### src/verilog/pet_bus_config.svh
//**************************************************************************
// shared constants of the bus timing core
// RAM is byte wide, addresses above the RAM range are rejected by APB
// slot count is fixed at 8 by the 3-bit slot type in the package
//**************************************************************************
`ifndef PET_BUS_CONFIG_SVH
`define PET_BUS_CONFIG_SVH

`default_nettype none

// RAM address width, 1024 bytes
`define PET_RAM_AW 10
// screen memory window
`define PET_VRAM_BASE 10'h200
`define PET_VRAM_CHARS 64
// host bus address width
`define PET_APB_AW 16
// bus slots per frame
`define PET_SLOTS 8

`default_nettype wire

`endif

### src/verilog/pet_bus_pkg.sv
//**************************************************************************
// types shared by the bus timing core
// slot_e encoding is the slot number itself, 3 bits, 8 slots per frame
// struct widths follow the RAM address width from the config header
//**************************************************************************
`include "pet_bus_config.svh"

`default_nettype none

package pet_bus_pkg;

    // owner of each bus slot, value equals slot number
    typedef enum logic [2:0] {
        SLOT_HOST      = 3'd0,
        SLOT_VIDEO     = 3'd1,
        SLOT_IDLE2     = 3'd2,
        SLOT_IDLE3     = 3'd3,
        SLOT_IDLE4     = 3'd4,
        SLOT_IDLE5     = 3'd5,
        SLOT_CPU_SETUP = 3'd6,
        SLOT_CPU       = 3'd7
    } slot_e;

    // host port FSM
    typedef enum logic [1:0] {
        IDLE,
        WAIT_SLOT,
        DONE
    } apb_state_e;

    // one RAM access, 20 bits
    typedef struct packed {
        logic                   valid;
        logic                   write;
        logic [`PET_RAM_AW-1:0] addr;
        logic [7:0]             wdata;
    } bus_req_t;

    // one screen byte toward the video side, 19 bits
    typedef struct packed {
        logic                   valid;
        logic [`PET_RAM_AW-1:0] addr;
        logic [7:0]             data;
    } video_out_t;

endpackage

`default_nettype wire

### src/verilog/bus_timing.sv
//**************************************************************************
// frame of 8 slots, 2 clocks each, 16 clocks per frame
// strobe is high in the second clock of every slot
// all outputs are registered, frame restarts in slot 0 after reset
//**************************************************************************
`include "pet_bus_config.svh"

`default_nettype none

module bus_timing
    import pet_bus_pkg::*;
(
    input  wire logic  clk16_i,
    input  wire logic  rst_n_i,
    output slot_e      slot_o,
    output logic       strobe_o,
    output logic       cpu_be_o,
    output logic       cpu_clk_o
);

    // phase 0 = setup half of a slot, phase 1 = strobe half
    logic  phase_q;
    logic  phase_d;
    slot_e slot_q;
    slot_e slot_d;
    logic  cpu_be_q;
    logic  cpu_clk_q;

    // next slot and phase
    always_comb begin
        phase_d = ~phase_q;
        slot_d  = slot_q;
        // slot only moves after its strobe half
        if (phase_q) begin
            if (slot_q == slot_e'(`PET_SLOTS - 1)) begin
                slot_d = SLOT_HOST;
            end else begin
                slot_d = slot_e'(slot_q + 3'd1);
            end
        end
    end

    always_ff @(posedge clk16_i) begin
        if (!rst_n_i) begin
            phase_q   <= 1'b0;
            slot_q    <= SLOT_HOST;
            cpu_be_q  <= 1'b0;
            cpu_clk_q <= 1'b0;
        end else begin
            phase_q   <= phase_d;
            slot_q    <= slot_d;
            // bus enable covers the setup slot and the cpu slot
            cpu_be_q  <= (slot_d == SLOT_CPU_SETUP) || (slot_d == SLOT_CPU);
            // cpu clock = strobe gated by cpu slot, decoded one clock early
            cpu_clk_q <= (slot_d == SLOT_CPU) && phase_d;
        end
    end

    // strobe sits centered in the slot, enables stable around it
    assign strobe_o  = phase_q;
    assign slot_o    = slot_q;
    assign cpu_be_o  = cpu_be_q;
    assign cpu_clk_o = cpu_clk_q;

endmodule

`default_nettype wire

### config.mk
export PLATFORM = sky130hd
export DESIGN_NAME = bus_timing
export DESIGN_NICKNAME = d
export VERILOG_FILES = /design/src/verilog/pet_bus_pkg.sv /design/src/verilog/bus_timing.sv
export VERILOG_INCLUDE_DIRS = /design/src /design/src/verilog
export SDC_FILE = /design/constraint.sdc
export NUM_CORES = 1
export LEC_CHECK = 0
export ABC_CLOCK_PERIOD_IN_PS = 1320
export BUFFER_PORTS_ARGS = -buffer_cell sky130_fd_sc_hd__buf_2
export CORE_AREA = 2 2 39 41
export CTS_CLUSTER_SIZE = 24
export DETAILED_ROUTE_END_ITERATION = 10
export DIE_AREA = 0 0 41 43
export PLACE_DENSITY = 0.32
export REMOVE_ABC_BUFFERS = 1
export SLEW_MARGIN = 20
export SYNTH_ARGS = -nofsm -noshare
export SYNTH_HDL_FRONTEND = slang
export SYNTH_SLANG_ARGS = --single-unit
### constraint.sdc
create_clock -name clk16_i -period 1.32 [get_ports clk16_i]
set_clock_uncertainty 0.2 [all_clocks]
set_input_delay 0.264 -clock clk16_i [delete_from_list [all_inputs] [get_ports clk16_i]]
set_output_delay 0.264 -clock clk16_i [all_outputs]
set_load 0.02 [all_outputs]
# Word level (Yosys, flattened, before mapping)
# Index checks and enable logic that the tools add are counted.
# word_totals
reg_bits	6
output_inout_bits	6
inputBits	2
word_cells	13
# classes
addsub	1
n_reduce_logical	2
bitwise_logic	1
n_mux	2
n_eq_ne	3
# ops
operator	count
3-bit == test, second input constant	3
3-bit 2-to-1 mux	2
3-bit by 1-bit adder with 3-bit output, second input constant	1
1-bit logical AND	1
1-bit logical OR	1
1-bit NOT	1

# Logic depth before layout (Yosys ltp)
# logic_depth
ltp_word	5
mapped_depth	4
depth_no_buf	4

# Worst setup path before layout
# Ideal clock, no wire load.
# synth_timing
kind	register -> register
from	reg slot_q[0] (netlist: slot_o[0])
to	reg slot_q[0] (netlist: slot_o[0])
path_stages_with_launch	5
arrival_time_ns	1.278
slack_ns	-0.224
required_time_ns	1.054
synth_period_minus_slack_ns	1.544
n_path_buf	0
setup_ns	0.066
path_cell_list	dfxtp_1 -> ha_1 -> ha_1 -> or3b_1 -> a21oi_2
# synth_between
elab_chain_len	3
elab_cells_between_ends	4
cone_classes	add/sub: 1; eq/ne: 1; mux: 2
# synth_rtl
item	line	rtl
from (decl)	bus_timing.sv:24	slot_e slot_q;
from (signal assigned)	bus_timing.sv:51	slot_q <= slot_d;
3-bit by 1-bit adder with 3-bit output / 3-bit == test (equally long branches)	bus_timing.sv:38, bus_timing.sv:35	
3-bit 2-to-1 mux	bus_timing.sv:35	if (slot_q == slot_e'(`PET_SLOTS - 1)) begin
3-bit 2-to-1 mux (*)	bus_timing.sv:34	if (phase_q) begin
# Every way passes the cells marked *; elsewhere a longest branch is shown, timed or not.
# A chain may end at the register's enable or synchronous reset.

# Worst setup path after layout
# Ends and elaborated chain as after synthesis.

==> flow_summary.yaml <==
floorplan:
  start_util_pct: 16.3
  die_h_um: 43
  dieArea_mm2: 0.00176
  die_x_um: 41
  fp-row-count: 14
  core_area_mm2: 0.00138
  ios: 8
cells_and_area:
  final_util_pct: 28.2
  drive_above_1_share_pct: 65.7
  fillers: 152
  areaGrowthSynthToFinish_pct: 73.3
  stdcell_count: 51
  layout.nets: 41
  antennaDiodeCount: 0
sta:
  tns_ns: -0.0588
  grt_setup_unrepaired: "true"
  worstMarginPinSlew_ns: 0.200
  hold_viol_final: 0
  worst_slack_ns: -0.0588
  setup_viol: 1
  holdWs_ns: 0.0853
  max_slew_margin_pct: 86.4
  finalCritPeriodShare_pct: 104
  fin_crit_ns: 1.38
  final_max_slew_viol_count: 0
  fmaxAchievable_mhz: 725
worst_setup_path:
  required_ns: 1.31
  crit_type: "flop to flop"
  end_kind: "flop"
  crit_start: "slot_o[0]"
  reg2regPathDepth: 4
  start_kind: "flop"
  r2r_end: "slot_o[0]"
  worstPathArrival_ns: 1.36
  path_max_fanout: 3
  r2r_start: "slot_o[0]"
  endpoint: "slot_o[0]"
  regToRegSetupSlack_ns: -0.06
yosys:
  synthesis.area_um2: 225
  ys_top_cells_by_count: "dfxtp_1 (6), nor2_1 (3), ha_1 (2), nand2b_1 (2)"
  synthCells: 21
  synth_edf_count: 0
  synth-seq-cells: 6
  yosysTopAreaCell: "dfxtp_1"
  syn_area_per_cell_um2: 10.7
  ys_warn_count: 0
  synth_top_area_share_pct: 53.3
  synth.distinct_cells: 12
  async_flop_share_pct: 0
  synth.area.top_cells: "dfxtp_1 (53%), ha_1 (11%), nand2b_1 (5.6%)"
  synth-main-ff-cell: "dfxtp_1"
  yosysMostFrequentCell: "dfxtp_1"
  synth_seq_area_share_pct: 53.3
grt:
  grt_first_pass_wirelength_um: 745
  grt-ovfl-total: 0
  grtUsageTotal_pct: 7.84
  grt_antenna_before_repair: 0
  grt_pass1_vias: 186
  grt_start_max_net_pins: 8
run_status:
  violations: "negative setup slack"
  outcome: "finished with violations"
cts:
  cts_tree: "yes"
  numCtsBuffers: 3
  clockBufferDepth: 2
  clock-root-buffer: "clkbuf_4"
  holdBufCountCts: 0
  clock_sinks: 6
  path_clk_slew_ns: 0.05
  clkLatencyLatePin_ns: 0.25
  htreeDepth: 1
pwr:
  ir_worst_vdd_mv: 0.369
  p_int_w: 0.000326
  leakage_nw: 0.163
  clkPwrFrac_pct: 40.7
  power_density_mw_per_mm2: 1110
  comb_power_share_pct: 13.4
  p_sw_share_pct: 25.0
  p_seq_share_pct: 45.9
  p_switching_w: 0.000109
detailed_routing:
  drc_errors: 0
  drt_first_pass_iters: 1
  drt_iter0_drc: 0
  ant_nets: 0
  vias: 203
  post_drt_wl_per_cell_um: 10.6
  vias_per_cell: 3.98
  wl_um: 541
place:
  place_inst: 47
  port_buffers: 7
  place_hpwl_um: 339
  gp_congestion: 0.719
min_path:
  hp-class: "primary input to flop"
flow_run:
  maxCapViolCount: 0
[placed cells by master (no fill, tap or decap), drive strengths merged]
| cell type | instances |
|---|---|
| nand3b | 1 |
| a21oi | 2 |
| ha | 2 |
| dfxtp | 6 |
| a211oi | 1 |
| nand3 | 1 |
| nand2b | 2 |
| buf | 11 |
| clkbuf | 3 |
| nor2 | 3 |
| mux2i | 1 |
| or3b | 1 |
| inv | 1 |
[state kept, by name (all words and copies together), names as in the netlist]
signal and flops:
cpu_clk_o 1, slot_o 3, cpu_be_o 1, strobe_o 1
[metrics by stage]
step	power, W	worst slack (ns)	area (um^2)
final	0.000435	-0.0588	390
after global routing	0.000470	-0.104	390
after CTS	0.000431	-0.0725	348
after detailed placement	0.000242	-0.160	303
after global placement	0.000242	-0.161	303
after floorplan	0.000222	-0.224	225
[layout make-up]
cell class / instances / area (um^2) / share of cell area [%]
Multi-Input combinational cell: 14 / 135 / 34.6
Sequential cell: 6 / 125 / 32.1
Timing Repair Buffer: 11 / 83.8 / 21.5
Clock buffer: 3 / 22.5 / 5.77
Tap cell: 16 / 20.0 / 5.13
Inverter: 1 / 3.75 / 0.962
[critical path, stage by stage, from the launching register on]
cell and delay [ns]:
dfxtp_2 0.34, ha_4 0.16, ha_4 0.15, or3b_1 0.36, a21oi_2 0.11
[repair_timing]
item,in CTS,in global routing
endpoints found under the setup margin,6,8
buffers inserted,2,0
pin swaps,3,1
resized for setup,7,9
[worst min path at each step]
stage | start | to | slack (ns) | cells past startpoint
finish | rst_n_i | cpu_clk_o | 0.09 | 3
global route | rst_n_i | cpu_clk_o | 0.07 | 3
CTS | rst_n_i | cpu_clk_o | 0.08 | 3
detailed placement | strobe_o | strobe_o | 0.30 | 1
global placement | slot_o[2] | cpu_clk_o | 0.30 | 2
floorplan | rst_n_i | cpu_clk_o | 0.21 | 2
[cell families (layout without fill, tap and decap cells)]
family | Yosys count | count (layout) | synth area share (%)
AND/OR/NAND/NOR | 8 | 8 | 20.0
flip-flops | 6 | 6 | 53.3
AO/OA/AOI/OAI | 3 | 3 | 9.44
adder cells (fa/ha/maj) | 2 | 2 | 11.1
multiplexers | 1 | 1 | 4.44
buffers and inverters | 1 | 15 | 1.67
[routing by layer]
layer	vias up	global-route usage [%]	wire length, um
li1	101	-	-
met1	92	6.77	227
met2	8	8.44	247
met3	2	7.85	57
met4	0	10.0	9
met5	-	0	0
[power by group through the flow]
stage	Combinational (W)	Sequential (W)	Clock (W)
after floorplan	0.0000152	0.000206	0
after global placement	0.0000431	0.000199	0
after detailed placement	0.0000430	0.000199	0
after CTS	0.0000513	0.000197	0.000183
after global routing	0.0000635	0.000200	0.000206
final	0.0000581	0.000200	0.000177
Power figures use the tool's default switching activity.
