--- src/verilog/pet_bus_config.svh ---
//**************************************************************************
// shared constants of the bus timing core
// RAM is byte wide, addresses above the RAM range are rejected by APB
// slot count is fixed at 8 by the 3-bit slot type in the package
//**************************************************************************
`ifndef PET_BUS_CONFIG_SVH
`define PET_BUS_CONFIG_SVH

`default_nettype none

// RAM address width, 1024 bytes
`define PET_RAM_AW 10
// screen memory window
`define PET_VRAM_BASE 10'h200
`define PET_VRAM_CHARS 64
// host bus address width
`define PET_APB_AW 16
// bus slots per frame
`define PET_SLOTS 8

`default_nettype wire

`endif

--- src/verilog/pet_bus_pkg.sv ---
//**************************************************************************
// types shared by the bus timing core
// slot_e encoding is the slot number itself, 3 bits, 8 slots per frame
// struct widths follow the RAM address width from the config header
//**************************************************************************
`include "pet_bus_config.svh"

`default_nettype none

package pet_bus_pkg;

    // owner of each bus slot, value equals slot number
    typedef enum logic [2:0] {
        SLOT_HOST      = 3'd0,
        SLOT_VIDEO     = 3'd1,
        SLOT_IDLE2     = 3'd2,
        SLOT_IDLE3     = 3'd3,
        SLOT_IDLE4     = 3'd4,
        SLOT_IDLE5     = 3'd5,
        SLOT_CPU_SETUP = 3'd6,
        SLOT_CPU       = 3'd7
    } slot_e;

    // host port FSM
    typedef enum logic [1:0] {
        IDLE,
        WAIT_SLOT,
        DONE
    } apb_state_e;

    // one RAM access, 20 bits
    typedef struct packed {
        logic                   valid;
        logic                   write;
        logic [`PET_RAM_AW-1:0] addr;
        logic [7:0]             wdata;
    } bus_req_t;

    // one screen byte toward the video side, 19 bits
    typedef struct packed {
        logic                   valid;
        logic [`PET_RAM_AW-1:0] addr;
        logic [7:0]             data;
    } video_out_t;

endpackage

`default_nettype wire

--- src/verilog/host_apb_port.sv ---
//**************************************************************************
// APB3 slave for host access to the shared RAM
// one request outstanding, served in the next slot 0 access
// addresses at or above the RAM size end with pslverr in the first access
// cycle and never reach the RAM
//**************************************************************************
`include "pet_bus_config.svh"

`default_nettype none

module host_apb_port
    import pet_bus_pkg::*;
(
    input  wire logic                   clk16_i,
    input  wire logic                   rst_n_i,
    input  wire logic                   psel_i,
    input  wire logic                   penable_i,
    input  wire logic                   pwrite_i,
    input  wire logic [`PET_APB_AW-1:0] paddr_i,
    input  wire logic [7:0]             pwdata_i,
    output logic      [7:0]             prdata_o,
    output logic                        pready_o,
    output logic                        pslverr_o,
    output bus_req_t                    host_req_o,
    input  wire logic                   host_ack_i,
    input  wire logic [7:0]             host_rdata_i
);

    apb_state_e             state_q;
    logic                   req_valid_q;
    logic                   pslverr_q;
    logic                   req_write_q;
    logic [`PET_RAM_AW-1:0] req_addr_q;
    logic [7:0]             req_wdata_q;
    logic [7:0]             prdata_q;
    logic                   setup;
    logic                   out_of_range;

    // setup phase of a new transfer
    assign setup        = psel_i && !penable_i;
    // any bit above the RAM range set
    assign out_of_range = |paddr_i[`PET_APB_AW-1:`PET_RAM_AW];

    // control FSM
    always_ff @(posedge clk16_i) begin
        if (!rst_n_i) begin
            state_q     <= IDLE;
            req_valid_q <= 1'b0;
            pslverr_q   <= 1'b0;
        end else begin
            case (state_q)
                IDLE: begin
                    if (setup) begin
                        if (out_of_range) begin
                            // error ends in the first access cycle
                            pslverr_q <= 1'b1;
                            state_q   <= DONE;
                        end else begin
                            req_valid_q <= 1'b1;
                            state_q     <= WAIT_SLOT;
                        end
                    end
                end
                WAIT_SLOT: begin
                    // ack comes with the slot 0 access
                    if (host_ack_i) begin
                        req_valid_q <= 1'b0;
                        state_q     <= DONE;
                    end
                end
                DONE: begin
                    // pready was high for this one cycle
                    pslverr_q <= 1'b0;
                    state_q   <= IDLE;
                end
                default: begin
                    state_q <= IDLE;
                end
            endcase
        end
    end

    // request payload, captured in setup phase
    always_ff @(posedge clk16_i) begin
        if (state_q == IDLE && setup) begin
            req_write_q <= pwrite_i;
            req_addr_q  <= paddr_i[`PET_RAM_AW-1:0];
            req_wdata_q <= pwdata_i;
        end
    end

    // read data, valid in the ack cycle
    always_ff @(posedge clk16_i) begin
        if (state_q == WAIT_SLOT && host_ack_i) begin
            prdata_q <= host_rdata_i;
        end
    end

    assign host_req_o = '{valid: req_valid_q, write: req_write_q,
                          addr: req_addr_q, wdata: req_wdata_q};
    assign pready_o   = (state_q == DONE);
    assign pslverr_o  = pslverr_q;
    assign prdata_o   = prdata_q;

endmodule

`default_nettype wire

--- config.mk ---
export PLATFORM = sky130hd
export DESIGN_NAME = host_apb_port
export DESIGN_NICKNAME = d
export VERILOG_FILES = /design/src/verilog/pet_bus_pkg.sv /design/src/verilog/host_apb_port.sv
export VERILOG_INCLUDE_DIRS = /design/src /design/src/verilog
export SDC_FILE = /design/constraint.sdc
export NUM_CORES = 1
export LEC_CHECK = 0
export ABC_AREA = 0
export BUFFER_PORTS_ARGS = -buffer_cell sky130_fd_sc_hd__buf_2
export CORE_ASPECT_RATIO = 0.7
export CORE_UTILIZATION = 40
export DETAILED_ROUTE_END_ITERATION = 7
export PLACE_DENSITY = 0.78
export SLEW_MARGIN = 10
export SYNTH_ARGS = -nofsm -noshare
export SYNTH_HDL_FRONTEND = slang
export SYNTH_SLANG_ARGS = --single-unit
--- constraint.sdc ---
create_clock -name clk16_i -period 3.8 [get_ports clk16_i]
set_clock_uncertainty 0.2 [all_clocks]
set_input_delay 0.57 -clock clk16_i [delete_from_list [all_inputs] [get_ports clk16_i]]
set_output_delay 0.57 -clock clk16_i [all_outputs]
set_load 0.1 [all_outputs]
# Word-level counts from Yosys, hierarchy flattened
# Index checks and enable logic that the tools add are counted.
# classes
eq_ne	6
n_mux	11
n_reduce_logical	11
# op_table
cell	count
$ne 2x2->1 const B	4
$mux 2	3
$reduce_or 6->1	1
$mux 1	5
$pmux 1 s2	2
$pmux 2 s2	1
$reduce_and 4->1	1
$reduce_bool 2->1	2
$logic_and 1x1->1	3
$reduce_and 3->1	1
$eq 2x1->1 const B	1
$eq 2x2->1 const B	1
$logic_not 2->1	1
$reduce_and 2->1	1
$logic_not 1->1	1
# totals
input_bits	38
output_inout_bits	30
regBits	31
elab_cells	35

# Logic depth before layout (Yosys ltp)
# logic_depth
ltp_word	4
mapped_depth	3
ltp_nobuf	3

# Worst setup path after synthesis
# No wires, ideal clock.
# synth_path
kind	input -> register
startpoint	in penable_i
endpoint	reg req_addr_q[0] (enable)
arrival_ps	2658
path_buffers	0
setup_slack_ps	491
path_stages	1
setup_ps	451
required_ps	3149
path_cell_list	nor4b_1
# synth_via
elab_chain_cells	3
# synth_lines
element	line	rtl
start, declared	host_apb_port.sv:17	input wire logic penable_i,
$logic_not 1->1	host_apb_port.sv:40	assign setup = psel_i && !penable_i;
$logic_and 1x1->1	host_apb_port.sv:40	
$logic_and 1x1->1	host_apb_port.sv:85	if (state_q == IDLE && setup) begin
end signal, assigned	host_apb_port.sv:87	req_addr_q <= paddr_i[`PET_RAM_AW-1:0];
end, declared	host_apb_port.sv:33	logic [`PET_RAM_AW-1:0] req_addr_q;
# No other way between the ends.
# A chain may end at the register's enable or synchronous reset.

# Final worst setup path
# layout_path
startpoint	reg state_q[1]
endpoint	out pready_o
# layout_via
elab_chain_cells	1
# layout_lines
element	line	rtl
start, declared	host_apb_port.sv:29	apb_state_e state_q;
start signal, assigned	host_apb_port.sv:47	state_q <= IDLE;
start signal, assigned	host_apb_port.sv:57	state_q <= DONE;
start signal, assigned	host_apb_port.sv:60	state_q <= WAIT_SLOT;
$eq 2x2->1	host_apb_port.sv:101	assign pready_o = (state_q == DONE);
end, declared	host_apb_port.sv:22	output logic pready_o,
# No other way between the ends.

==> qor.txt <==
Outcome -> complete, no violations
Gr ovfl total -> 0
Pint -> 0.000471 W
First-pass GRT wire length -> 2.86 mm
Startpoint Class -> flop
DP Wirelength -> 1.51 mm
Starting density of the core -> 45.1%
Deepest clock path buffer count -> 2
Clk slew on worst S/H paths -> 90 ps
Logic pwr share -> 16.9%
Sw Ratio -> 28.4%
Fmax -> 479 MHz
Cell count after synthesis -> 51
R2r setup slk -> 2160 ps
Warnings, synthesis -> 0
Setup Viol. Count Final -> 0
Final-report hold violation count -> 0
CP startpoint -> state_q[1]
Post-synthesis sequential area ratio -> 86.8%
Root buf cell -> clkbuf_4
CP Data Arrival Time -> 1320 ps
Post-synth design cell area -> 1030 um2
Initial drt markers -> 11
Post-Route WL -> 1.96 mm
PnR worst setup slack -> 1710 ps
Place WS -> 1920 ps
Largest net degree at the start of global routing -> 20
Synth Register Bits -> 31
Crit-path cells -> nor2b_1 > buf_2
Crit-path slowest cell -> buf_2
Die area -> 2770 um2
Count of cell types in the netlist -> 17
Setup_tns -> 0 ps
Crit. End Element -> output port
Top Family by Delay on Critical Path -> buffers and inverters
Hold_ws -> 229 ps
Sequential Power Share -> 58.5%
Die Span X -> 62.5 um
DRC -> 0
Io pins -> 68
# rows -> 14
CP Data Required Time -> 3030 ps
DR vias/cell -> 4.43
Final worst-path cycle share -> 55.0%
Placed Cells -> 149
Post-Syn Nets -> 89
H-tree Lvls -> 2
Antenna cell count -> 0
Drt pass-1 iters -> 2
Core ar. -> 2280 um2
Most frequent cells in the layout -> 67 x buf_2, 27 x edfxtp_1, 5 x clkbuf_4
Top cells by area, synth -> edfxtp_1 79%, dfxtp_1 7.8%, buf_4 1.5%, nor2_1 1.5%, nand2b_4 1.3%
Final nets -> 162
P&R area growth vs syn -> 41.0%
CTS resizes -> 0
Initial antenna violation count -> 0
Min-Delay Path Depth -> 1
Leak -> 0.625 nW
Post-CTS Repair Setup Buffers -> 0
Crit Path Class -> reg -> out
Buf/Inv on CP -> 1
Reg2Reg Depth -> 2
IR drop worst, VDD -> 0.000212 V
Hold WC Path Type -> in -> reg
PwrDens -> 454 nW/um2
Hold Path Origin -> paddr_i[4]
Max-slew violations -> 0
RSZ-0062 raised after global routing -> no
Leading area contributor after synthesis -> edfxtp_1
Vias -> 691
Layout cells sized above 1 -> 62.9%
Chip Height -> 44.4 um
Delay of the slowest critical-path stage -> 440 ps
Final instance count without filler cells -> 156
Utilization after layout -> 63.5%
WHS Endpoint -> req_addr_q[4]
P_sw -> 0.000187 W
Clock buffer count from CTS -> 5
Most common cell after layout, fill and taps aside -> buf_2
Mean area per synthesized cell -> 20.1 um2
Vias in the first global route -> 633
Routed len/inst -> 12.5 um
Min Tclk post-route -> 2090 ps
CTS tree -> built
Area fraction of the dominant cell type after synthesis -> 79.0%
CP max FO -> 4
Port Buf Inserts -> 67
Maxcap violations -> 0
GP Congestion -> 0.752
R2R Path End -> prdata_o[0]
Clock network power share -> 24.6%
Worst-Skew Late Latency -> 310 ps
Hold-fix buffers, CTS -> 0
Max-slew headroom -> 53.1%
Clock tree sinks -> 31
Gr usage total -> 15.1%
Reg2reg start -> state_q[0]
Worst-Margin Slew -> 701 ps
Antenna-violating nets left -> 0
sequential cells by signal, indices dropped and copies added (netlist names):
register / cells
pslverr_o: 1
state_q: 2
req_write_q: 1
req_wdata_q: 8
prdata_o: 8
req_valid_q: 1
req_addr_q: 10
cell usage after synthesis:
| library cell | instances |
|---|---|
| o32ai_1 | 1 |
| or4b_4 | 1 |
| dfxtp_1 | 4 |
| nand3_1 | 1 |
| inv_1 | 1 |
| nand2b_4 | 1 |
| o22ai_1 | 1 |
| nor2_1 | 4 |
| nor2b_1 | 1 |
| o22ai_2 | 1 |
| edfxtp_1 | 27 |
| buf_4 | 2 |
| o21ai_1 | 1 |
| nand3b_1 | 1 |
| nand2_1 | 2 |
| and3_1 | 1 |
| nor4b_1 | 1 |
power groups by stage:
stage	clock network [W]	registers, W	logic, W
detailed placement	0	0.000392	0.000112
finish	0.000162	0.000384	0.000111
global route	0.000183	0.000385	0.000115
floorplan	0	0.000458	0.0000159
CTS	0.000170	0.000385	0.000112
global placement	0	0.000392	0.000110
routing by layer:
metal | GRT usage, % | vias to the layer above | part of all wire (%)
met1 | 18.2 | 309 | 43
met3 | 5.93 | 5 | 7.7
met2 | 22.4 | 37 | 47
li1 | - | 340 | -
met4 | 11.6 | 0 | 2.1
met5 | 0 | - | 0
layout make-up:
cell class / instances / area [um2]
well taps: 32 / 40.0
repair buffers: 68 / 343
clock buffers: 5 / 37.5
inverters: 1 / 3.75
multi-input cells: 17 / 123
fillers: 192 / 831
flip-flops and latches: 31 / 891
clock inverters: 2 / 8.76
per-stage QoR:
stage	total power (W)	area [um2]
2_1_floorplan	0.000474	1030
3_3_place_gp	0.000502	1400
3_5_place_dp	0.000504	1400
4_1_cts	0.000667	1450
5_1_grt	0.000684	1450
6_report	0.000657	1450
worst max-delay path by stage:
stage / to / cells after the start / slack (ps)
after global routing: pready_o / 2 / 1620
after global placement: prdata_o[2] / 3 / 1950
after detailed placement: prdata_o[7] / 3 / 1920
after floorplan: req_addr_q[0] / 1 / 490
final: pready_o / 2 / 1710
after CTS: pready_o / 2 / 1690
kinds of logic after synthesis:
group                  count (synthesis)  synth area share [%]
buffers and inverters                  3                  1.83
AOI/OAI and AO/OA                      4                  3.17
DFF                                   31                  86.8
and+or+nand+nor                       13                  8.17
worst register-to-register path, cell delays in order (launching register included):
cell and delay (ps):
dfxtp_1 430, nand2_1 100, nor2_1 550
(Power assumes the default switching activity.)
