## config.mk

```make
export PLATFORM = sky130hd
export DESIGN_NAME = video_fetch
export DESIGN_NICKNAME = d
export VERILOG_FILES = /design/src/verilog/pet_bus_pkg.sv /design/src/verilog/video_fetch.sv
export VERILOG_INCLUDE_DIRS = /design/src /design/src/verilog
export SDC_FILE = /design/constraint.sdc
export NUM_CORES = 1
export LEC_CHECK = 0
export BUFFER_PORTS_ARGS = -buffer_cell sky130_fd_sc_hd__buf_2
export CAP_MARGIN = 15
export CORE_UTILIZATION = 40
export DETAILED_ROUTE_END_ITERATION = 16
export GPL_ROUTABILITY_DRIVEN = 0
export GPL_TIMING_DRIVEN = 0
export PLACE_DENSITY_LB_ADDON = 0.15
export SLEW_MARGIN = 20
export SYNTH_ARGS = -nofsm -noshare
export SYNTH_HDL_FRONTEND = slang
export SYNTH_SLANG_ARGS = --single-unit
```

## constraint.sdc

```tcl
create_clock -name clk16_i -period 1.31 [get_ports clk16_i]
set_input_delay 0.1965 -clock clk16_i [delete_from_list [all_inputs] [get_ports clk16_i]]
set_output_delay 0.1965 -clock clk16_i [all_outputs]
set_load 0.1 [all_outputs]
```

## src/verilog/pet_bus_config.svh

```systemverilog
//**************************************************************************
// shared constants of the bus timing core
// RAM is byte wide, addresses above the RAM range are rejected by APB
// slot count is fixed at 8 by the 3-bit slot type in the package
//**************************************************************************
`ifndef PET_BUS_CONFIG_SVH
`define PET_BUS_CONFIG_SVH

`default_nettype none

// RAM address width, 1024 bytes
`define PET_RAM_AW 10
// screen memory window
`define PET_VRAM_BASE 10'h200
`define PET_VRAM_CHARS 64
// host bus address width
`define PET_APB_AW 16
// bus slots per frame
`define PET_SLOTS 8

`default_nettype wire

`endif

```

## src/verilog/pet_bus_pkg.sv

```systemverilog
//**************************************************************************
// types shared by the bus timing core
// slot_e encoding is the slot number itself, 3 bits, 8 slots per frame
// struct widths follow the RAM address width from the config header
//**************************************************************************
`include "pet_bus_config.svh"

`default_nettype none

package pet_bus_pkg;

    // owner of each bus slot, value equals slot number
    typedef enum logic [2:0] {
        SLOT_HOST      = 3'd0,
        SLOT_VIDEO     = 3'd1,
        SLOT_IDLE2     = 3'd2,
        SLOT_IDLE3     = 3'd3,
        SLOT_IDLE4     = 3'd4,
        SLOT_IDLE5     = 3'd5,
        SLOT_CPU_SETUP = 3'd6,
        SLOT_CPU       = 3'd7
    } slot_e;

    // host port FSM
    typedef enum logic [1:0] {
        IDLE,
        WAIT_SLOT,
        DONE
    } apb_state_e;

    // one RAM access, 20 bits
    typedef struct packed {
        logic                   valid;
        logic                   write;
        logic [`PET_RAM_AW-1:0] addr;
        logic [7:0]             wdata;
    } bus_req_t;

    // one screen byte toward the video side, 19 bits
    typedef struct packed {
        logic                   valid;
        logic [`PET_RAM_AW-1:0] addr;
        logic [7:0]             data;
    } video_out_t;

endpackage

`default_nettype wire

```

## src/verilog/video_fetch.sv

```systemverilog
//**************************************************************************
// screen scanner, one character byte per frame from the screen window
// address wraps after the last screen byte back to the base
// output has no back-pressure, every valid byte must be taken
//**************************************************************************
`include "pet_bus_config.svh"

`default_nettype none

module video_fetch
    import pet_bus_pkg::*;
(
    input  wire logic                   clk16_i,
    input  wire logic                   rst_n_i,
    input  wire logic                   video_ack_i,
    input  wire logic [7:0]             video_data_i,
    output logic      [`PET_RAM_AW-1:0] video_addr_o,
    output video_out_t                  video_o
);

    localparam int OFS_W = $clog2(`PET_VRAM_CHARS);

    logic [OFS_W-1:0]       offset_q;
    logic                   valid_q;
    logic [`PET_RAM_AW-1:0] addr_q;
    logic [7:0]             data_q;

    // base plus offset into screen memory
    assign video_addr_o = `PET_VRAM_BASE + {{(`PET_RAM_AW - OFS_W){1'b0}}, offset_q};

    // offset and valid strobe
    always_ff @(posedge clk16_i) begin
        if (!rst_n_i) begin
            offset_q <= '0;
            valid_q  <= 1'b0;
        end else begin
            // one cycle pulse after each slot 1 access
            valid_q <= video_ack_i;
            if (video_ack_i) begin
                if (offset_q == OFS_W'(`PET_VRAM_CHARS - 1)) begin
                    offset_q <= '0;
                end else begin
                    offset_q <= offset_q + 1'b1;
                end
            end
        end
    end

    // byte and its address travel together
    always_ff @(posedge clk16_i) begin
        if (video_ack_i) begin
            addr_q <= video_addr_o;
            data_q <= video_data_i;
        end
    end

    assign video_o = '{valid: valid_q, addr: addr_q, data: data_q};

endmodule

`default_nettype wire

```

# Word level (Yosys, flattened, before mapping)

Index checks and enable logic that the tools add are counted.

Input bits: 11
Output and inout port bits: 29
Register bits after elaboration: 25

Equal/unequal tests: 1
$add $sub $neg: 2
Mux-type cells: 1

Operator list:

| kind                  | number |
|---|---|
| $add 10x6->10 const A | 1 |
| $add 6x1->6 const B   | 1 |
| $eq 6x6->1 const B    | 1 |
| $mux 6                | 1 |

# Longest topological paths before layout

Gate-level depths: netlist (run 1).

Word-level depth: 2
Gate-level depth with buffers: 4
Gate-level depth less buffers: 4

# Least setup slack after synthesis (run 1)

Ideal clock, no wire load.

Kind: reg-to-reg
From: reg offset_q[0]
To: reg offset_q[4]
Path slack: -637 ps
Path buffers: 0
Required time: 1195 ps
Cell stages (with the launch flop): 5
Arrival time: 1832 ps
Cells stage by stage: dfxtp_1 > ha_1 > nand4_1 > xnor2_1 > and2_1

Longest elaborated chain between the ends: 2
Elaborated cells between the ends (all ways): 3
Those cells by class: add/sub: 1; eq/ne: 1; mux: 1

RTL lines:

| what                                             | RTL line                             | text |
|---|---|---|
| start: declaration                               | video_fetch.sv:23                    | `logic [OFS_W-1:0] offset_q;` |
| start signal: assignment                         | video_fetch.sv:43                    | `offset_q <= offset_q + 1'b1;` |
| $add 6x1->6 / $eq 6x6->1 (equally long branches) | video_fetch.sv:43, video_fetch.sv:40 |  |
| $mux 6 *                                         | video_fetch.sv:40                    | `` if (offset_q == OFS_W'(`PET_VRAM_CHARS - 1)) begin `` |

Every way passes the cells marked *; elsewhere a longest branch is shown, timed or not.
A chain may end at the register's enable or synchronous reset.

# Worst setup path after layout (run 1)

From: reg data_q[2]
To: out video_o[2] in the netlist's numbering

RTL lines:

| what                     | RTL line          | text |
|---|---|---|
| start: declaration       | video_fetch.sv:26 | `logic [7:0] data_q;` |
| start signal: assignment | video_fetch.sv:53 | `data_q <= video_data_i;` |
| end: declaration         | video_fetch.sv:18 | `output video_out_t video_o` |

No word-level cell between the ends.

==> results of run 1 <==
[metrics by stage]
stage / util, % / TNS [ps]
detailed placement: 56.5 / 0
CTS: 58.9 / 0
global placement: 56.5 / 0
global route: 59.0 / 0
finish: 59.0 / 0
floorplan: - / -32.6
[synthesized netlist by cell type, drive strengths merged]
| master | count | area [sq um] |
|---|---|---|
| dfxtp | 7 | 140 |
| buf | 10 | 75.1 |
| xnor2 | 3 | 26.3 |
| edfxtp | 14 | 420 |
| o211ai | 1 | 7.51 |
| nand4 | 3 | 25.0 |
| conb | 2 | 7.51 |
| ha | 1 | 12.5 |
| nor2b | 1 | 6.26 |
| nand4b | 1 | 8.76 |
| nand2 | 2 | 7.51 |
| xor2 | 1 | 8.76 |
| a21oi | 1 | 5.00 |
| nor2 | 2 | 7.51 |
| and2 | 3 | 18.8 |
| o21ai | 2 | 10.0 |
| mux2i | 1 | 10.0 |
[power breakdown]
group	total (mW)	internal, mW	switching [mW]
clock network	0.296	0.114	0.182
registers	0.765	0.747	0.0186
logic	0.486	0.0714	0.414
total	1.55	0.932	0.615
[cell families after synthesis]
family | count (synthesis) | synth area share, %
multiplexers | 1 | 1.26
other | 2 | 0.942
buffers and inverters | 10 | 9.42
flip-flops | 21 | 70.3
AO/OA/AOI/OAI | 4 | 2.83
adder cells (fa/ha/maj) | 1 | 1.57
XOR/XNOR | 4 | 4.40
AND/OR/NAND/NOR | 12 | 9.26
[state kept, by name, indices dropped and copies added (netlist names)]
| signal | count |
|---|---|
| offset_q | 6 |
| addr_q | 6 |
| data_q | 8 |
| valid_q | 1 |
[metal layers]
layer | part of all wire (%) | routed length [um]
met1 | 42 | 511
met5 | 0 | 0
met2 | 47 | 575
met4 | 2.1 | 25
met3 | 8.0 | 97
[cell type report]
class | instances | area, sq um | share of cell area (%)
Sequential cell | 21 | 573 | 53.9
Multi-Input combinational cell | 30 | 184 | 17.3
Timing Repair Buffer | 31 | 173 | 16.2
Buffer | 10 | 75.1 | 7.06
Tap cell | 25 | 31.3 | 2.94
Clock buffer | 3 | 22.5 | 2.12
Clock inverter | 1 | 5.00 | 0.471
[worst min path at each step]
stage,slack [ps],to,start
floorplan,300,data_q[0],video_data_i[0]
global placement,370,data_q[3],video_data_i[3]
detailed placement,380,data_q[3],video_data_i[3]
CTS,60,data_q[6],video_data_i[6]
global route,60,data_q[3],video_data_i[3]
finish,70,data_q[4],video_data_i[4]
==> summary.md, run 1 <==
| Metric | Value |
|---|---|
| Most common cell after layout, fill and taps aside | buf_2 |
| Initial antenna violation count | 0 |
| Hold Fails Final Rpt | 0 |
| R2R Path End | offset_q[4] |
| Crit path to | video_o[2] |
| Clock sinks | 21 |
| Via density per instance | 4.17 |
| Hold Path Class | primary input to register |
| F_max | 795 MHz |
| DR DRC count | 0 |
| CTS resizes | 6 |
| WP depth | 1 |
| GR Util met1 | 16.5% |
| Post-Route Skew | 4.52 ps |
| Final WS setup | 52.4 ps |
| Fillers | 158 |
| GRT Total Usage | 12.3% |
| Register area share after synthesis | 70.3% |
| Nets | 109 |
| Cts hold-fix bufs | 0 |
| GR met3 Demand/Resource | 2.75% |
| Crit share post-route | 96.0% |
| Die area | 2170 sq um |
| Slowest stage delay, CP | 420 ps |
| Flop2flop setup slack | 190 ps |
| Die width | 46.6 um |
| Port-buffer cells | 31 |
| Diodes inserted | 0 |
| Cell Chain, Critical Path | buf_2 |
| GRT Residual Overflow | 0 |
| Via count | 504 |
| Dpl cell area | 1020 sq um |
| # Post-CTS Setup Buffers | 0 |
| Design Area, Final | 1060 sq um |
| Slowest stage cell on the critical path | buf_2 |
| Worst path bufs/invs | 1 |
| Worst Path Arrival | 1060 ps |
| Clock latency on the worst-skew pair | 290 ps |
| I/O pin total | 40 |
| CP delay by family, top | buffers and inverters |
| Initial Utilization | 44.2% |
| P_leak | 0.488 nW |
| Row count | 15 |
| Max cap viols | 0 |
| Max Fanout on Critical Path | 1 |
| CTS tree | done |
| Slew Limit Fails | 0 |
| Required @ worst endpoint | 1110 ps |
| CTS Buf Count | 3 |
| Most used routing layer | met2 |
| Largest net degree at the start of global routing | 16 |
| Core Area | 1800 sq um |
| CP Class | register to output port |
| Final hold slack | 71.8 ps |
| Max clock buf depth | 2 |
| DRT Wirelength | 1210 um |
| Antenna-violating nets left | 0 |
| Setup Viol. Count Final | 0 |
| Mapped cell area | 797 sq um |
| Vias in the first global route | 400 |
| Mapped Cells | 55 |
| Unrepaired setup endpoints after global routing | no |
| H-Tree Depth | 1 |
| Layout area overhead | 33.4% |
| YS warnings | 0 |
| Startpoint Class | register |
| CTS root buf | clkbuf_4 |
| Placement Setup Slack | 96.7 ps |
| Worst hold path depth | 1 |
| 1st-iter DRT viols | 7 |
| Placed insts | 117 |
| First-pass GRT wire length | 1800 um |
| Status | complete, no violations |
| Syn_area_per_cell | 14.5 sq um |
| Drt pass-1 iters | 4 |
| Worst reg2reg path depth | 4 |
| Layout cells sized above 1 | 54.2% |
| Critical path launch point | data_q[2] |
| Worst-path clk slew | 110 ps |
| Most frequent cells in the layout | buf_2, buf_4, edfxtp_1, conb_1 |
| Register bit total from synthesis | 21 |
| Routed len/inst | 10.0 um |
| Peak VDD IR | 0.000713 V |
| Post-route insts no fill | 121 |
| CP Capture Type | output port |
| Final min period | 1260 ps |
| Synth unique cells | 18 |
| Power per cell area | 1450 nW/um^2 |
| Tot Pwr | 1.55 mW |
| Met2 Track Usage GR | 17.5% |
| Origin of the critical flop-to-flop path | offset_q[0] |
| Die H | 46.6 um |
Power figures use the tool's default switching activity.
==> inputs of run 2 (changes only) <==
- RECOVER_POWER: default -> 50
==> run 2 against run 1 <==
Compared with the run above: sequential share of layout area grew 0.082 points; global-route usage is the same; worst setup slack lost 11 ps; die area is the same; non-clock buffer count is the same; utilization shrank 0.35 points; clock skew grew 1.2 ps; first-iteration DRC count shrank 14%; sequential power is essentially flat; cell count is the same; register-to-register slack lost 30 ps.
==> summary.md, run 2 (same netlist as run 1, synthesis figures left out) <==
| Metric | Value |
|---|---|
| H-Tree Depth | 1 (unchanged) |
| Slew Limit Fails | 0 (unchanged) |
| Die width | 46.6 um (unchanged) |
| Placement Setup Slack | 96.7 ps (unchanged) |
| Clock sinks | 21 (unchanged) |
| CP Class | register to output port |
| I/O pin total | 40 (unchanged) |
| 1st-iter DRT viols | 6 (-1) |
| Min-delay src | video_data_i[4] |
| Part of the power in the clock network | 19.2% (about the same) |
| Layout cells sized above 1 | 51.0% (-3.1 points) |
| Worst-path clk slew | 110 ps (about the same) |
| Clock latency on the worst-skew pair | 290 ps (about the same) |
| Dpl cell area | 1020 sq um (unchanged) |
| CTS Buf Count | 3 (unchanged) |
| Cell Chain, Critical Path | buf_4 |
| Final min period | 1270 ps (+10.6 ps) |
| Cts hold-fix bufs | 0 (unchanged) |
| Max cap viols | 0 (unchanged) |
| Critical path launch point | offset_q[3] |
| Via count | 499 (-0.99%) |
| # Post-CTS Setup Buffers | 0 (unchanged) |
| GRT Total Usage | 12.3% (unchanged) |
| Setup Viol. Count Final | 0 (unchanged) |
| Largest registers | data_q: 8 flops, addr_q: 6 flops, offset_q: 6 flops |
| Drt pass-1 iters | 2 (-2) |
| Core Area | 1800 sq um (unchanged) |
| Fillers | 162 (+2.5%) |
| Startpoint Class | register |
| Slowest stage cell on the critical path | dfxtp_1 |
| Via density per instance | 4.12 (-0.99%) |
| Initial antenna violation count | 0 (unchanged) |
| Peak VDD IR | 0.000721 V (+1.1%) |
| DR DRC count | 0 (unchanged) |
| Largest net degree at the start of global routing | 16 (unchanged) |
| Die H | 46.6 um (unchanged) |
| Combinational Power Share | 31.3% (about the same) |
| Crit share post-route | 96.8% (+0.81 points) |
| CP delay by family, top | flip-flops |
| P_leak | 0.484 nW (-0.95%) |
| Hold Fails Final Rpt | 0 (unchanged) |
| Origin of the critical flop-to-flop path | offset_q[0] |
| P_int | 0.930 mW (-0.14%) |
| Nets | 109 (unchanged) |
| First-pass GRT wire length | 1800 um (unchanged) |
| CTS tree | done |
| Sw Share | 39.9% (+0.11 points) |
| Unrepaired setup endpoints after global routing | no |
| Power per cell area | 1460 nW/um^2 (+0.63%) |
| Design Area, Final | 1060 sq um (-0.59%) |
| Status | complete, no violations |
| Slowest stage delay, CP | 450 ps (+30 ps) |
| CTS root buf | clkbuf_4 |
| GRT Residual Overflow | 0 (unchanged) |
| Layout area overhead | 32.7% |
| Most common cell after layout, fill and taps aside | buf_2 |
| Max clock buf depth | 2 (unchanged) |
| NetSw | 0.617 mW (+0.31%) |
| Flop pwr share | 49.5% (about the same) |
| Required @ worst endpoint | 1110 ps (about the same) |
| Hold Path Class | primary input to register |
| Worst path bufs/invs | 1 (unchanged) |
| DRT Wirelength | 1220 um (+0.33%) |
| Max Fanout on Critical Path | 5 (+4) |
| Initial Utilization | 44.2% (unchanged) |
| Die area | 2170 sq um (unchanged) |
| Post-Route Skew | 5.77 ps (+1.24 ps) |
| Antenna-violating nets left | 0 (unchanged) |
| Final WS setup | 41.8 ps (-10.6 ps) |
| CP Capture Type | output port |
| Top reg by flops | data_q |
| Port-buffer cells | 31 (unchanged) |
| Max reg flops | 8 (unchanged) |
| Diodes inserted | 0 (unchanged) |
| F_max | 789 MHz (-0.84%) |
| Vias in the first global route | 400 (unchanged) |
| Worst Path Arrival | 1070 ps (about the same) |
| Most frequent cells in the layout | buf_2, buf_4, edfxtp_1, conb_1, clkbuf_4 |
| Routed len/inst | 10.0 um (+0.33%) |
| Row count | 15 (unchanged) |
run 2: repair_timing:
item	in CTS	in global routing
gates cloned	0	0
endpoints found under the hold margin	0	0
setup endpoints to repair	6	1
gates resized for setup	6	1
run 2: stage by stage:
| step | setup TNS [ps] | cells | hold slack [ps] | utilization [%] | power [mW] |
|---|---|---|---|---|---|
| 6_report | 0 | 121 | 71.8 | 58.7 | 1.55 |
| 5_1_grt | 0 | 121 | 55.6 | 58.7 | 1.60 |
| 4_1_cts | 0 | 121 | 62.9 | 58.9 | 1.56 |
| 3_5_place_dp | 0 | 117 | 375 | 56.5 | 1.26 |
| 3_3_place_gp | 0 | 117 | 374 | 56.5 | 1.26 |
| 2_1_floorplan | -32.6 | 61 | 295 | - | 1.20 |
run 2: path summary, 6_finish.rpt:
path                                         to  slack, ps  cells after the start
worst max register to register      offset_q[4]        160                      4
worst min register to register        addr_q[5]        480                      0
worst max-delay path            video_addr_o[3]         40                      1
worst min-delay path                  data_q[4]         70                      1
run 2: power groups by stage:
stage	logic (mW)	registers, mW	clock network (mW)
2_1_floorplan	0.155	1.05	0
3_3_place_gp	0.479	0.780	0
3_5_place_dp	0.481	0.781	0
4_1_cts	0.487	0.766	0.311
5_1_grt	0.498	0.771	0.328
6_report	0.484	0.766	0.298
run 2: metal layers:
layer,global-route usage [%],vias to the layer above,wire (um)
met2,17.5,23,576
met3,2.75,2,88
met1,16.5,218,525
met4,8.57,0,25
li1,-,256,-
met5,0,-,0
run 2: area by class of cell:
class / count / area [sq um] / area share [%]
clock inverters: 1 / 5.00 / 0.473
repair buffers: 31 / 173 / 16.3
multi-input cells: 30 / 184 / 17.4
flip-flops and latches: 21 / 571 / 54.0
well taps: 25 / 31.3 / 2.96
clock buffers: 3 / 22.5 / 2.13
plain buffers: 10 / 71.3 / 6.75
==> inputs of run 3 (changes only) <==
- BUFFER_PORTS_ARGS: -buffer_cell sky130_fd_sc_hd__buf_2 -> default
- DONT_BUFFER_PORTS: default -> 1
==> run 3 against run 2 <==
Compared with the run above: flip-flop and latch count stayed put; the flow now finishes with violations (setup timing); largest power group unchanged; largest cell class unchanged; die area stayed put; cell count is 18% lower.
==> summary.md, run 3 (same netlist as run 1, synthesis figures left out) <==
| Metric | Value |
|---|---|
| Hold Path Class | primary input to register |
| GRT Total Usage | 11.8% (-0.51 points) |
| Slew headroom | 40.3% |
| CTS Buf Count | 3 (unchanged) |
| Diodes inserted | 0 (unchanged) |
| CTS root buf | clkbuf_4 |
| H-Tree Depth | 1 (unchanged) |
| Final hold slack | 29.2 ps (-42.6 ps) |
| Placement Setup Slack | -118 ps (-215 ps) |
| Worst hold path depth | 1 (unchanged) |
| Slew Limit Fails | 0 (unchanged) |
| P_leak | 0.384 nW (-21%) |
| Setup Viol. Count Final | 18 (+18) |
| DRT Wirelength | 1190 um (-1.7%) |
| Die width | 46.6 um (unchanged) |
| Initial antenna violation count | 0 (unchanged) |
| Fillers | 162 (unchanged) |
| Routed len/inst | 12.1 um (+20%) |
| Design Area, Final | 993 sq um (-6.0%) |
| Antenna-violating nets left | 0 (unchanged) |
| Max cap viols | 0 (unchanged) |
| CTS tree | done |
| Startpoint Class | register |
| Worst-path clk slew | 100 ps (about the same) |
| Worst Path Arrival | 1240 ps (+170 ps) |
| Crit share post-route | 110% (+13 points) |
| Most common cell after layout, fill and taps aside | edfxtp_1 |
| Dpl cell area | 863 sq um (-15%) |
| Hold Fails Final Rpt | 0 (unchanged) |
| Die area | 2170 sq um (unchanged) |
| DP HPWL | 799 um |
| Via density per instance | 4.57 (+11%) |
| Peak VDD IR | 0.000648 V (-10%) |
| Row count | 15 (unchanged) |
| Status | finished with violations |
| Most frequent cells in the layout | edfxtp_1, buf_4, dlygate4sd3_1, conb_1, dfxtp_4 |
| Post-Route Skew | 1.28 ps (-4.49 ps) |
| DR DRC count | 0 (unchanged) |
| Worst reg2reg path depth | 3 (-1) |
| Final WS setup | -128 ps (-169 ps) |
| Power per cell area | 1520 nW/um^2 (+3.7%) |
| CP Class | register to output port |
| Required @ worst endpoint | 1110 ps (about the same) |
| Via count | 452 (-9.4%) |
| 1st-iter DRT viols | 1 (-5) |
| Initial Utilization | 44.2% (unchanged) |
| Layout cells sized above 1 | 27.0% (-24 points) |
| Final min period | 1440 ps (+169 ps) |
| Max clock buf depth | 2 (unchanged) |
| Unrepaired setup endpoints after global routing | yes |
| Port-buffer cells | 0 (-100%) |
| Nets | 87 (-20%) |
| Layout area overhead | 24.6% |
| Clock latency on the worst-skew pair | 280 ps (about the same) |
| WP depth | 0 (-1) |
| Placed insts | 86 (-26%) |
| Worst slew pin tran | 898 ps |
| Core Area | 1800 sq um (unchanged) |
| Failing checks | setup timing |
| Max Fanout on Critical Path | 1 (-4) |
| GRT Residual Overflow | 0 (unchanged) |
| Vias in the first global route | 369 (-7.8%) |
| CP Capture Type | output port |
| Die H | 46.6 um (unchanged) |
| First-pass GRT wire length | 1680 um (-6.9%) |
| Largest registers | data_q: 8 flops, addr_q: 6 flops, offset_q: 6 flops |
| F_max | 696 MHz (-12%) |
| Clock sinks | 21 (unchanged) |
| Largest net degree at the start of global routing | 16 (unchanged) |
| Post-route insts no fill | 99 (-18%) |
| Drt pass-1 iters | 2 (unchanged) |
| I/O pin total | 40 (unchanged) |
| Top reg by flops | data_q |
| Max reg flops | 8 (unchanged) |
-- run 3: cell types whose count changed in the layout (fill, tap and decap cells not counted) --
cell | before | now
dlygate4sd3_1 | 0 | 9
dfxtp_1 | 3 | 1
buf_4 | 15 | 9
dfxtp_4 | 2 | 4
buf_2 | 24 | 0
ha_1 | 1 | 0
clkbuf_1 | 1 | 2
clkinv_2 | 1 | 0
ha_4 | 0 | 1
clkbuf_4 | 4 | 3
-- run 3: per-stage QoR --
step	TNS, ps	util [%]	power, mW
2_1_floorplan	-32.6	-	1.20
3_3_place_gp	-187	47.9	1.21
3_5_place_dp	-253	47.9	1.21
4_1_cts	-1860	54.9	1.51
5_1_grt	-2640	55.1	1.56
6_report	-1740	55.1	1.51
-- run 3: timing repair --
action                                 4_1_cts  5_1_grt
setup endpoints to repair                   19       15
endpoints found under the hold margin        8       14
pin swaps                                    4        1
setup buffers                                0        0
gates resized for setup                      5        0
gates cloned                                 0        0
hold buffers                                 8        1
-- run 3: report_power, final --
| group | switching [mW] | total [mW] | internal, mW |
|---|---|---|---|
| sequential | 0.289 | 1.04 | 0.747 |
| clock | 0.166 | 0.284 | 0.118 |
| combinational | 0.137 | 0.189 | 0.0512 |
| total | 0.593 | 1.51 | 0.916 |
-- run 3: per-layer routing --
metal / GRT usage [%] / share of wire, % / vias up
met5: 0 / 0 / -
met4: 6.86 / 1.5 / 0
met3: 5.88 / 9.6 / 2
met2: 18.9 / 51 / 25
met1: 12.4 / 37 / 209
li1: - / - / 216
-- run 3: cell type report --
type,count,area [sq um],area share (%)
plain buffers,10,71.3,7.18
clock buffers,4,26.3,2.64
multi-input cells,30,196,19.8
flip-flops and latches,21,578,58.2
well taps,25,31.3,3.15
repair buffers,9,90.1,9.07
-- run 3: path summary, 6_finish.rpt --
path	from	end	slack (ps)
worst max register to register	offset_q[3]	offset_q[5]	-30
worst min register to register	offset_q[4]	addr_q[4]	670
worst min-delay path	rst_n_i	offset_q[2]	30
worst max-delay path	data_q[4]	video_o[4]	-130
